===== config.mk =====
export PLATFORM = sky130hd
export DESIGN_NAME = ppu_fsm
export DESIGN_NICKNAME = d
export VERILOG_FILES = /design/src/verilog/ppu_fsm_pkg.sv /design/src/verilog/ppu_fsm.sv /design/src/verilog/ppu_frame_ctrl.sv /design/src/verilog/ppu_vpos_logic.sv /design/src/verilog/ppu_hpos_logic.sv
export VERILOG_INCLUDE_DIRS = /design/src /design/src/verilog
export SDC_FILE = /design/constraint.sdc
export NUM_CORES = 1
export LEC_CHECK = 0
export BUFFER_PORTS_ARGS = -buffer_cell sky130_fd_sc_hd__buf_2
export CORE_ASPECT_RATIO = 1.25
export CORE_MARGIN = 1
export CORE_UTILIZATION = 48
export CTS_BUF_LIST = sky130_fd_sc_hd__clkbuf_4 sky130_fd_sc_hd__clkbuf_8
export DETAILED_ROUTE_END_ITERATION = 8
export PLACE_DENSITY_LB_ADDON = 0.08
export SYNTH_ARGS = -nofsm -noshare
export SYNTH_HDL_FRONTEND = slang
export SYNTH_SLANG_ARGS = --single-unit

===== constraint.sdc =====
create_clock -name pclk -period 1.6 [get_ports pclk]
set_input_delay 0.32 -clock pclk [delete_from_list [all_inputs] [get_ports pclk]]
set_output_delay 0.32 -clock pclk [all_outputs]
set_load 0.03 [all_outputs]

===== src/verilog/ppu_fsm_config.svh =====
// Decoder widths and reset levels shared by the timing controller RTL and its testbench
`ifndef PPU_FSM_CONFIG_SVH
`define PPU_FSM_CONFIG_SVH

// Decoder output counts

`define PPU_HDEC_W 24 // Horizontal decoder strobes
`define PPU_VDEC_W 10 // Vertical decoder strobes

// Reset levels

`define PPU_FLAG_RST 1'b0 // Line and frame flags, active-high strobes
`define PPU_NSTB_RST 1'b1 // Active-low strobes idle high
`define PPU_PARITY_RST 1'b0 // First frame is even

`endif

===== src/verilog/ppu_fsm_pkg.sv =====
// Strobe, control and state types of the NTSC timing controller, referenced by scoped name
`default_nettype none
`include "ppu_fsm_config.svh"

package ppu_fsm_pkg;

	typedef logic [`PPU_HDEC_W-1:0] h_raw_t; // Flat view of the horizontal strobes

	typedef struct packed {
		logic fp_clr; // Front porch
		logic fp_set;
		logic bp_set; // Back porch
		logic bp_clr;
		logic hb_set; // Horizontal blank
		logic hb_clr;
		logic cb_set; // Color burst window
		logic cb_clr;
		logic sev; // Start of sprite evaluation
		logic clpo;
		logic clpb;
		logic hpos;
		logic eval;
		logic eev;
		logic ioam;
		logic objrd;
		logic nvis;
		logic fnt; // Fetch strobes
		logic ftb;
		logic fta;
		logic fo_a;
		logic fo_b;
		logic fat;
		logic h_last; // Last dot of the line
	} h_decode_t;

	typedef struct packed {
		logic vs_clr;
		logic vs_set;
		logic pic_clr;
		logic pic_set;
		logic vb_clr;
		logic vb_set; // Also starts blanking
		logic blnk_clr;
		logic vset; // Vblank start
		logic vclr; // Vblank end
		logic v_last;
	} v_decode_t;

	typedef struct packed {
		logic vbl_en;
		logic n_obclip;
		logic n_bgclip;
		logic black; // Rendering disabled
	} ppu_ctrl_t;

	typedef struct packed {
		logic s_ev;
		logic clip_o;
		logic clip_b;
		logic z_hpos;
		logic n_eval;
		logic e_ev;
		logic i_oam2;
		logic obj_read;
		logic n_vis;
	} sprite_ctrl_t;

	typedef struct packed {
		logic n_fnt;
		logic f_tb;
		logic f_ta;
		logic n_fo;
		logic f_at;
	} fetch_ctrl_t;

	typedef struct packed {
		logic n_hb; // High inside hblank
		logic bporch;
		logic fporch;
		logic cburst;
	} line_state_t;

	typedef struct packed {
		logic vsync;
		logic rescl; // Registered vblank end
		logic vset_evt; // Registered vblank start
		logic blnk;
		logic n_picture;
	} frame_state_t;

	// Next value of a set/reset flag, set has priority
	function automatic logic sr_next(input logic set, input logic clr, input logic q);
		return set | (q & ~clr);
	endfunction

endpackage

`default_nettype wire


===== src/verilog/ppu_fsm.sv =====
// Top of the NTSC picture timing controller, joins horizontal, vertical and frame logic
`default_nettype none
`timescale 1ns/1ns

module ppu_fsm (
	input wire logic pclk,
	input wire logic rst_n,
	input wire ppu_fsm_pkg::h_decode_t hdec,
	input wire ppu_fsm_pkg::v_decode_t vdec,
	input wire ppu_fsm_pkg::ppu_ctrl_t ctrl,
	input wire logic reg_read,
	input wire logic dbe,
	output ppu_fsm_pkg::sprite_ctrl_t sprite,
	output ppu_fsm_pkg::fetch_ctrl_t fetch,
	output logic sc_cnt,
	output logic n_picture,
	output logic blnk,
	output logic sync,
	output logic burst,
	output logic hc,
	output logic vc,
	output logic irq,
	output logic db7,
	output logic db7_oe
);

	ppu_fsm_pkg::line_state_t line; // Horizontal levels
	ppu_fsm_pkg::frame_state_t frame; // Vertical levels and events

	ppu_hpos_logic hpos0 (
		.pclk(pclk),
		.rst_n(rst_n),
		.hdec(hdec),
		.ctrl(ctrl),
		.sprite(sprite),
		.fetch(fetch),
		.line(line),
		.sc_cnt(sc_cnt)
	);

	ppu_vpos_logic vpos0 (
		.pclk(pclk),
		.rst_n(rst_n),
		.vdec(vdec),
		.line(line),
		.black(ctrl.black),
		.frame(frame),
		.blnk_out(blnk)
	);

	ppu_frame_ctrl frame0 (
		.pclk(pclk),
		.rst_n(rst_n),
		.line(line),
		.frame(frame),
		.h_last(hdec.h_last),
		.skip_pt(hdec.hpos), // Skip dot shares the HPos decode
		.v_last(vdec.v_last),
		.vbl_en(ctrl.vbl_en),
		.reg_read(reg_read),
		.dbe(dbe),
		.sync(sync),
		.burst(burst),
		.hc(hc),
		.vc(vc),
		.irq(irq),
		.db7(db7),
		.db7_oe(db7_oe)
	);

	assign n_picture = frame.n_picture;

endmodule

`default_nettype wire


===== src/verilog/ppu_frame_ctrl.sv =====
// Frame controller, builds composite sync, counter clears with odd-frame skip and the vblank IRQ
`default_nettype none
`timescale 1ns/1ns
`include "ppu_fsm_config.svh"

module ppu_frame_ctrl (
	input wire logic pclk,
	input wire logic rst_n,
	input wire ppu_fsm_pkg::line_state_t line,
	input wire ppu_fsm_pkg::frame_state_t frame,
	input wire logic h_last,
	input wire logic skip_pt,
	input wire logic v_last,
	input wire logic vbl_en,
	input wire logic reg_read,
	input wire logic dbe,
	output logic sync,
	output logic burst,
	output logic hc,
	output logic vc,
	output logic irq,
	output logic db7,
	output logic db7_oe
);

	logic parity_q; // High on odd frames
	logic hc_q;
	logic vlast_q;
	logic vbl_q; // Held vblank flag
	logic vbl_flag;
	logic rd_en; // Status register read

	assign sync = ~(line.fporch | frame.vsync); // Active low
	assign burst = line.cburst & sync;

	assign rd_en = reg_read & dbe;

	always_ff @(posedge pclk or negedge rst_n) begin
		if (!rst_n) begin
			parity_q <= `PPU_PARITY_RST;
			hc_q <= `PPU_FLAG_RST;
			vlast_q <= `PPU_FLAG_RST;
			vbl_q <= `PPU_FLAG_RST;
		end else begin
			if (frame.rescl) begin
				parity_q <= ~parity_q;
			end
			// Odd rendered frames end the line one dot early
			hc_q <= h_last | (skip_pt & parity_q & ~frame.blnk);
			vlast_q <= v_last;
			if (frame.rescl | rd_en) begin
				vbl_q <= 1'b0;
			end else if (frame.vset_evt) begin
				vbl_q <= 1'b1;
			end
		end
	end

	assign hc = hc_q;
	assign vc = hc_q & vlast_q; // Vertical clear rides on the line clear

	// Events act in their own cycle, the register holds the result
	assign vbl_flag = (vbl_q | frame.vset_evt) & ~frame.rescl;

	assign irq = vbl_flag & vbl_en;
	assign db7 = vbl_flag; // Value before the read clears it
	assign db7_oe = rd_en;

endmodule

`default_nettype wire


===== src/verilog/ppu_vpos_logic.sv =====
// Vertical timing logic, turns V decoder strobes into picture, blanking, vsync and vblank events
`default_nettype none
`timescale 1ns/1ns
`include "ppu_fsm_config.svh"

module ppu_vpos_logic (
	input wire logic pclk,
	input wire logic rst_n,
	input wire ppu_fsm_pkg::v_decode_t vdec,
	input wire ppu_fsm_pkg::line_state_t line,
	input wire logic black,
	output ppu_fsm_pkg::frame_state_t frame,
	output logic blnk_out
);

	logic vsync_q;
	logic pic_q;
	logic bporch_q; // Back porch one dot late
	logic blnk_q;
	logic vset_q;
	logic rescl_q;

	// Vsync only moves inside hblank
	always_ff @(posedge pclk or negedge rst_n) begin
		if (!rst_n) begin
			vsync_q <= `PPU_FLAG_RST;
		end else begin
			vsync_q <= ppu_fsm_pkg::sr_next(line.n_hb & vdec.vs_set,
				line.n_hb & vdec.vs_clr, vsync_q);
		end
	end

	// Picture window moves only in the back porch
	always_ff @(posedge pclk or negedge rst_n) begin
		if (!rst_n) begin
			pic_q <= `PPU_FLAG_RST;
			bporch_q <= `PPU_FLAG_RST;
		end else begin
			pic_q <= ppu_fsm_pkg::sr_next(line.bporch & vdec.pic_set,
				line.bporch & vdec.pic_clr, pic_q);
			bporch_q <= line.bporch;
		end
	end

	always_ff @(posedge pclk or negedge rst_n) begin
		if (!rst_n) begin
			blnk_q <= `PPU_FLAG_RST;
			vset_q <= `PPU_FLAG_RST;
			rescl_q <= `PPU_FLAG_RST;
		end else begin
			blnk_q <= ppu_fsm_pkg::sr_next(vdec.vb_set, vdec.blnk_clr, blnk_q);
			vset_q <= vdec.vset; // Vblank start event
			rescl_q <= vdec.vclr; // Vblank end event
		end
	end

	assign blnk_out = blnk_q | black;

	assign frame.vsync = vsync_q;
	assign frame.rescl = rescl_q;
	assign frame.vset_evt = vset_q;
	assign frame.blnk = blnk_out;
	assign frame.n_picture = pic_q | bporch_q;

endmodule

`default_nettype wire


===== src/verilog/ppu_hpos_logic.sv =====
// Horizontal timing logic, turns H decoder strobes into sprite, fetch and line-level controls
`default_nettype none
`timescale 1ns/1ns
`include "ppu_fsm_config.svh"

module ppu_hpos_logic (
	input wire logic pclk,
	input wire logic rst_n,
	input wire ppu_fsm_pkg::h_decode_t hdec,
	input wire ppu_fsm_pkg::ppu_ctrl_t ctrl,
	output ppu_fsm_pkg::sprite_ctrl_t sprite,
	output ppu_fsm_pkg::fetch_ctrl_t fetch,
	output ppu_fsm_pkg::line_state_t line,
	output logic sc_cnt
);

	ppu_fsm_pkg::h_raw_t h_q; // First stage, sampled strobes
	ppu_fsm_pkg::h_decode_t hs;

	// Second stage
	logic s_ev_q;
	logic z_hpos_q;
	logic e_ev_q;
	logic i_oam2_q;
	logic obj_read_q;
	logic n_eval_q;
	logic n_vis_q;
	logic n_fnt_q;
	logic n_fo_q;
	logic f_ta_q;
	logic f_tb_q;
	logic clp_q; // Low while the left columns are clipped

	// Line flags
	logic fporch_q;
	logic bporch_q;
	logic hblank_q;
	logic cburst_q;

	assign hs = ppu_fsm_pkg::h_decode_t'(h_q);

	// Flags follow the raw strobes on the sampling edge
	always_ff @(posedge pclk or negedge rst_n) begin
		if (!rst_n) begin
			fporch_q <= `PPU_FLAG_RST;
			bporch_q <= `PPU_FLAG_RST;
			hblank_q <= `PPU_FLAG_RST;
			cburst_q <= `PPU_FLAG_RST;
		end else begin
			fporch_q <= ppu_fsm_pkg::sr_next(hdec.fp_set, hdec.fp_clr, fporch_q);
			bporch_q <= ppu_fsm_pkg::sr_next(hdec.bp_set, hdec.bp_clr, bporch_q);
			hblank_q <= ppu_fsm_pkg::sr_next(hdec.hb_set, hdec.hb_clr, hblank_q);
			cburst_q <= ppu_fsm_pkg::sr_next(hdec.cb_set, hdec.cb_clr, cburst_q);
		end
	end

	always_ff @(posedge pclk or negedge rst_n) begin
		if (!rst_n) begin
			h_q <= '0;
			s_ev_q <= `PPU_FLAG_RST;
			z_hpos_q <= `PPU_FLAG_RST;
			e_ev_q <= `PPU_FLAG_RST;
			i_oam2_q <= `PPU_FLAG_RST;
			obj_read_q <= `PPU_FLAG_RST;
			n_eval_q <= `PPU_NSTB_RST;
			n_vis_q <= `PPU_NSTB_RST;
			n_fnt_q <= `PPU_NSTB_RST;
			n_fo_q <= `PPU_NSTB_RST;
			f_ta_q <= `PPU_FLAG_RST;
			f_tb_q <= `PPU_FLAG_RST;
			clp_q <= `PPU_FLAG_RST;
		end else begin
			h_q <= hdec;
			s_ev_q <= hs.sev;
			z_hpos_q <= hs.hpos;
			e_ev_q <= hs.eev;
			i_oam2_q <= hs.ioam;
			obj_read_q <= hs.objrd;
			n_eval_q <= ~(hs.hpos | hs.eval | hs.eev); // Evaluation window
			n_vis_q <= ~hs.nvis;
			n_fnt_q <= ~hs.fnt;
			n_fo_q <= ~(hs.fo_a | hs.fo_b);
			f_ta_q <= hs.fta;
			f_tb_q <= hs.ftb;
			clp_q <= ~hs.clpo & hs.clpb;
		end
	end

	assign sprite.s_ev = s_ev_q;
	assign sprite.clip_o = ~(ctrl.n_obclip | clp_q);
	assign sprite.clip_b = ~(ctrl.n_bgclip | clp_q);
	assign sprite.z_hpos = z_hpos_q;
	assign sprite.n_eval = n_eval_q;
	assign sprite.e_ev = e_ev_q;
	assign sprite.i_oam2 = i_oam2_q;
	assign sprite.obj_read = obj_read_q;
	assign sprite.n_vis = n_vis_q;

	assign fetch.n_fnt = n_fnt_q;
	assign fetch.f_tb = f_tb_q & n_fo_q; // Output fetch masks tile fetch
	assign fetch.f_ta = f_ta_q & n_fo_q;
	assign fetch.n_fo = n_fo_q;
	assign fetch.f_at = hs.fat & ~(hs.fo_a | hs.fo_b); // Single stage

	assign line.n_hb = hblank_q;
	assign line.bporch = bporch_q;
	assign line.fporch = fporch_q;
	assign line.cburst = cburst_q;

	assign sc_cnt = hblank_q & ~ctrl.black; // Scroll update only while rendering

endmodule

`default_nettype wire


Word-level counts from Yosys, hierarchy flattened
Cells that the tools add are included.

storage, ports and cells
  bits in registers = 42
  bits in latches = 0
  bits in writable memories = 0
  ROM bits = 0
  output and inout port bits = 24
  word-level logic and storage cells = 90
  memories kept = 0

cells by class
  $add $sub $neg = 0
  multiply operators = 0
  div/mod/pow operators = 0
  magnitude comparators = 0
  eq/ne operators = 0
  shift operators = 0
  mux-type cells = 2
  bitwise gates (word level) = 60
  reduce and logical (&&, ||, !) cells = 1

operators with widths
  cell                number
  $and A1 B1 Y1       23
  $not A1 Y1          19
  $or A1 B1 Y1        18
  $mux W1             2
  $reduce_bool A2 Y1  1

Longest topological paths before layout
Gate-level depths: netlist of the first run.

  depth in word-level cells = 4
  mapped depth = 2

Hierarchy
A second synthesis of the first run with hierarchy kept.

second synthesis, totals
  cells, all modules = 95
  area, all modules = 1391.3 um2

by module, submodules not included
  module          instances  cells each  area each (um2)
  ppu_hpos_logic  1          63          980.9
  ppu_vpos_logic  1          18          229.0
  ppu_frame_ctrl  1          14          181.4

Least setup slack after synthesis of the first run
OpenSTA, ideal clock, no wires.

  path kind = reg2out
  start point = register hpos0.fporch_q
  end point = output port burst
  arrival = 1.184 ns
  data required time = 1.280 ns
  path slack = 0.096 ns
  cell stages (with the launch flop) = 3
  path buffers = 0
  path through = dfrtp_1 -> nor2_1 -> and2_1

on the way
  word-level cells in the longest chain between the ends = 3

ends and longest elaborated chain
  item                      RTL line              RTL
  start: declaration        ppu_hpos_logic.sv:35  logic fporch_q;
  start signal: assignment  ppu_hpos_logic.sv:45  fporch_q <= `PPU_FLAG_RST;
  start signal: assignment  ppu_hpos_logic.sv:50  fporch_q <= ppu_fsm_pkg::sr_next(hdec.fp_set, hdec.fp_clr, fporch_q);
  $or A1 B1 Y1              ppu_frame_ctrl.sv:33  assign sync = ~(line.fporch | frame.vsync);
  $not A1 Y1                ppu_frame_ctrl.sv:33
  named net sync            ppu_fsm.sv:18         output logic sync,
  $and A1 B1 Y1             ppu_frame_ctrl.sv:34  assign burst = line.cburst & sync;
  end: declaration          ppu_fsm.sv:19         output logic burst,

The timed path passes the listed nets, and every way through them passes these cells.

Worst setup path in the final report of the first run
  start point = register frame0.vbl_q
  end point = output port irq

on the way
  word-level cells in the longest chain between the ends = 3

ends and longest elaborated chain
  item                      RTL line              RTL
  start: declaration        ppu_frame_ctrl.sv:29  logic vbl_q;
  start signal: assignment  ppu_frame_ctrl.sv:43  vbl_q <= `PPU_FLAG_RST;
  $or A1 B1 Y1              ppu_frame_ctrl.sv:63  assign vbl_flag = (vbl_q | frame.vset_evt) & ~frame.rescl;
  $and A1 B1 Y1             ppu_frame_ctrl.sv:63
  $and A1 B1 Y1             ppu_frame_ctrl.sv:65  assign irq = vbl_flag & vbl_en;
  end: declaration          ppu_fsm.sv:22         output logic irq,

No other way between the ends.

==> flow_summary.ini, run 1 <==
[grt]
antenna_found_initial = 0
first_global_vias = 775
gr-total-overflow = 0
grt_first_pass_wirelength_um = 3310
grt_max_degree = 25
grtUsageTotal = 0.166

[power]
power.density_nw_per_um2 = 1100
vdd_ir_drop_max_mv = 0.691
p_leak_nw = 0.934

[critical_path]
slowest_stage = dfrtp_1
cp_top_family = flip-flops
cpPeakStageDelay_ps = 390
critPathBufInv = 1
startpoint_type = flop
critPathMaxFanout = 3
cp-end-kind = primary output
crit_arrival_ps = 1220
critPathKind = reg -> out
worst-r2r-setup-slack_ps = 750
worstPathRequired_ps = 1280
worstPathCellList = o21ba_4 > and2_4 > buf_6

[floorplan]
start_util = 0.525
ios = 66
std_cell_rows = 20
core_sq_um = 2530
die_x_um = 49.0
dieArea_sq_um = 2980
dieHeight_um = 60.8

[finish]
largest-register = hpos0.h_q
drive_gt1_frac = 0.565
largest_register_ffs = 15
areaGrowthSynthToFinish_pct = 32.0
fin_area_sq_um = 1750
n_antenna_cell = 0
fillers = 182
mostFrequentLayoutCell = buf_2
nets = 195
post-route-util = 0.694
most-common-layout-cells = buf_2 (62), dfrtp_1 (37), clkbuf_4 (8)

[run]
drv_cap = 0

[timing]
fin_skew_ps = 10.3
finalSetupTns_ps = 0
drv_slew = 0
rsz0062_at_grt = no
worst_pin_slew_ps = 406
fin_ws_ps = 63.6
period_minus_slack_ps = 1540
fmax_ghz = 0.651
min_period_over_period = 0.960
slew_headroom = 0.730
setup_viol = 0
hold_viol_final = 0

[synthesis]
syn-num-nets = 129
synthesis.area_sq_um = 1330
yosysUniqueCellTypes = 18
post_synth.cell_area_avg_sq_um = 15.3
synth-seq-cells = 41
synth_top_area_frac = 0.697
ys_warn_count = 0
syn-instance-count = 87
synth_area_leaders = dfrtp_1 (70%), dfstp_2 (7.9%), buf_4 (5.1%)
ys_seq_area_frac = 0.777
synth_top_area_cell = dfrtp_1

[route]
ant_nets = 0
vias_per_cell = 4.29
drc_errors = 0
wl_per_cell_um = 10.4
drt_iter0_drc = 3
wirelength_um = 1950
firstDrtPassIters = 2
vias = 803

[min_path]
min-delay-path-class = in -> reg

[placed_design]
place_congestion = 0.670
dp_slack_ps = 369
hpwl_um = 1470
dpl_cell_area_sq_um = 1640
io_buffer_count = 64

[cts]
clock_sinks = 41
clk_path_buf_depth = 2
cts_made_buffers = 5
htreeDepth = 2
clk_pin_slew_ps = 110
clk_latency_ps = 340
cts_tree = built
root_buffer = clkbuf_4

[outcome]
status = finished, final reports clean
-- metal layers --
layer	part of all wire	routed length (um)	track usage	vias up
li1	-	-	-	390
met1	0.38	747	0.168	358
met2	0.50	968	0.280	47
met3	0.082	160	0.0551	8
met4	0.035	68	0.151	0
met5	0	0	0	-
-- power by group --
part | total (mW) | internal, mW | switching, mW | leakage [nW]
clock | 0.537 | 0.251 | 0.287 | 0.0394
combinational | 0.241 | 0.106 | 0.135 | 0.426
sequential | 1.14 | 1.11 | 0.0315 | 0.469
total | 1.92 | 1.47 | 0.453 | 0.934
-- cell type report --
cell class                 count  area [sq um]  area share
clock buffer                   8          66.3      0.0378
inverter                       7          26.3      0.0150
multi-input combinational     30           214       0.122
sequential                    41          1030       0.588
tap                           33          41.3      0.0236
timing repair buffer          68           374       0.213
-- cells by family after synthesis --
group,Yosys count,share of synthesized area
AND/OR/NAND/NOR,20,0.0876
AO/OA/AOI/OAI,9,0.0584
XOR/XNOR,1,0.00660
buffers and inverters,16,0.0707
flip-flops,41,0.777
-- through the flow --
stage,cells,power [mW],hold slack (ps)
after global routing,187,2.02,46.2
after floorplan,87,1.29,24.4
after global placement,176,1.39,267
final,187,1.92,70.1
after CTS,185,1.94,49.8
after detailed placement,176,1.39,268
-- worst paths after layout --
path,from,to,cells past startpoint
setup / recovery,frame0.vbl_q,irq,3
hold / removal,hdec[14],hpos0.h_q[14],1
setup reg to reg,vpos0.blnk_q,frame0.hc,2
hold reg to reg,hpos0.h_q[6],hpos0.n_fnt_q,1
max in group asynchronous,rst_n,hpos0.n_fnt_q,3
min in group asynchronous,rst_n,vpos0.blnk_q,2
-- cells in the mapped netlist --
cell type / n
dfrtp_1: 37
buf_4: 9
and2_1: 7
inv_1: 7
a21o_1: 4
dfstp_2: 4
nor2_1: 4
nand2_1: 3
a22o_1: 2
nor2b_1: 2
a21o_2: 1
nor2b_4: 1
nor3_1: 1
o21ba_2: 1
o21bai_2: 1
or2_2: 1
or2_4: 1
xor2_1: 1
-- what timing repair did --
item	in CTS	in global routing
endpoints found under the hold margin	16	0
resized for setup	1	5
hold buffers	1	0
endpoints found under the setup margin	1	2
gates cloned	0	0
setup buffers	0	2
(Power assumes the default switching activity.)
==> inputs of run 2 (changes only) <==
--- a/config.mk
+++ b/config.mk
@@ -6,12 +6,14 @@
 export SDC_FILE = /design/constraint.sdc
 export NUM_CORES = 1
 export LEC_CHECK = 0
+export ABC_CLOCK_PERIOD_IN_PS = 1600
 export BUFFER_PORTS_ARGS = -buffer_cell sky130_fd_sc_hd__buf_2
 export CORE_ASPECT_RATIO = 1.25
 export CORE_MARGIN = 1
 export CORE_UTILIZATION = 48
 export CTS_BUF_LIST = sky130_fd_sc_hd__clkbuf_4 sky130_fd_sc_hd__clkbuf_8
 export DETAILED_ROUTE_END_ITERATION = 8
+export GPL_TIMING_DRIVEN = 0
 export PLACE_DENSITY_LB_ADDON = 0.08
 export SYNTH_ARGS = -nofsm -noshare
 export SYNTH_HDL_FRONTEND = slang
==> run 2 against run 1 <==
Combinational power about the same; utilization up 0.64 points; count of clock-buffer cells in the layout unchanged; worst hold slack better by 16 ps.
==> flow_summary.ini, run 2 (synthesis gave the netlist of run 1 again) <==
[cts]
htreeDepth = 2
clk_latency_ps = 330
clk_path_buf_depth = 2
clock_sinks = 41
cts_tree = built
clk_pin_slew_ps = 110
root_buffer = clkbuf_4
cts_made_buffers = 5

[grt]
first_global_vias = 808
grt_max_degree = 42
grt_first_pass_wirelength_um = 3150
gr-total-overflow = 0
antenna_found_initial = 0
grtUsageTotal = 0.154

[floorplan]
die_x_um = 49.0
ios = 66
dieHeight_um = 60.8
start_util = 0.525
std_cell_rows = 20
dieArea_sq_um = 2980
core_sq_um = 2530

[placed_design]
io_buffer_count = 64
dp.cells = 184
hpwl_um = 1520
dp_slack_ps = 360
place_congestion = 0.667
dpl_cell_area_sq_um = 1690

[power]
power_mw = 1.92
vdd_ir_drop_max_mv = 0.961
p_leak_nw = 0.957
power.density_nw_per_um2 = 1080

[critical_path]
crit-reg2reg-launch = vpos0.blnk_q
worstPathCellList = o21ba_2 > and2_1 > buf_6
critPathMaxFanout = 3
cp-end-kind = primary output
startpoint_type = flop
critPathKind = reg -> out
cpPeakStageDelay_ps = 380
worst-r2r-setup-slack_ps = 750
worstPathRequired_ps = 1280
reg2reg_to = frame0.hc
reg2reg_depth = 2
slowest_stage = dfrtp_1
crit_arrival_ps = 1220

[finish]
post-route-util = 0.700
fillers = 190
largest-register = hpos0.h_q
fin_area_sq_um = 1770
drive_gt1_frac = 0.575
largest_register_ffs = 15
nets = 201
areaGrowthSynthToFinish_pct = 33.3
mostFrequentLayoutCell = buf_2
stdcell_count = 193
n_antenna_cell = 0
multi_input_area_sq_um = 203
most-common-layout-cells = buf_2 (63), dfrtp_1 (37), buf_4 (10)
regArea_sq_um = 1030

[timing]
period_minus_slack_ps = 1540
worst_pin_slew_ps = 848
fin_skew_ps = 7.21
hold_viol_final = 0
setup_viol = 0
whs_ps = 86.2
finalSetupTns_ps = 0
fin_ws_ps = 62.9
slew_headroom = 0.434
fmax_ghz = 0.651
rsz0062_at_grt = no
drv_slew = 0
min_period_over_period = 0.961

[route]
vias_per_cell = 4.35
wirelength_um = 1980
drt_iter0_drc = 5
wl_per_cell_um = 10.2
ant_nets = 0
firstDrtPassIters = 2
vias = 840
drc_errors = 0

[outcome]
status = finished, final reports clean

[run]
drv_cap = 0

[min_path]
min-delay-path-class = in -> async
==> run 2: worst max path at each step <==
stage                         startpoint     to  slack [ps]  cells past startpoint
final                      vpos0.rescl_q    irq          60                      3
after detailed placement   vpos0.rescl_q    irq         360                      3
after CTS                  vpos0.rescl_q    irq           3                      3
after global routing       vpos0.rescl_q    irq           6                      3
after global placement     vpos0.rescl_q    irq         380                      3
after floorplan           hpos0.fporch_q  burst         100                      2
==> run 2: critical path, delay by kind of cell (launching register included) <==
kind	cells	cell delay (ps)
compound gates	1	240
buf+inv	1	130
flops	1	380
simple gates	1	140
==> run 2: final cells by class <==
cell class              count  area share
flip-flops and latches     41       0.583
repair buffers             65       0.189
multi-input cells          30       0.115
plain buffers               9      0.0382
clock buffers               8      0.0375
well taps                  33      0.0233
inverters                   7      0.0149
==> run 2: what timing repair did <==
item	4_1_cts	5_1_grt
setup buffers	0	1
resized for setup	1	1
cloned	0	0
hold buffers	0	0
endpoints found under the setup margin	1	1
==> run 2: power by group <==
part | switching (mW) | internal, mW
clock | 0.280 | 0.251
combinational | 0.135 | 0.107
sequential | 0.0317 | 1.11
==> run 2: routing by layer <==
layer  part of all wire  global-route usage  up-vias
li1                   -                   -      407
met1               0.36               0.142      383
met2               0.54               0.280       45
met3              0.075              0.0476        5
met4              0.025               0.134        0
met5                  0                   0        -
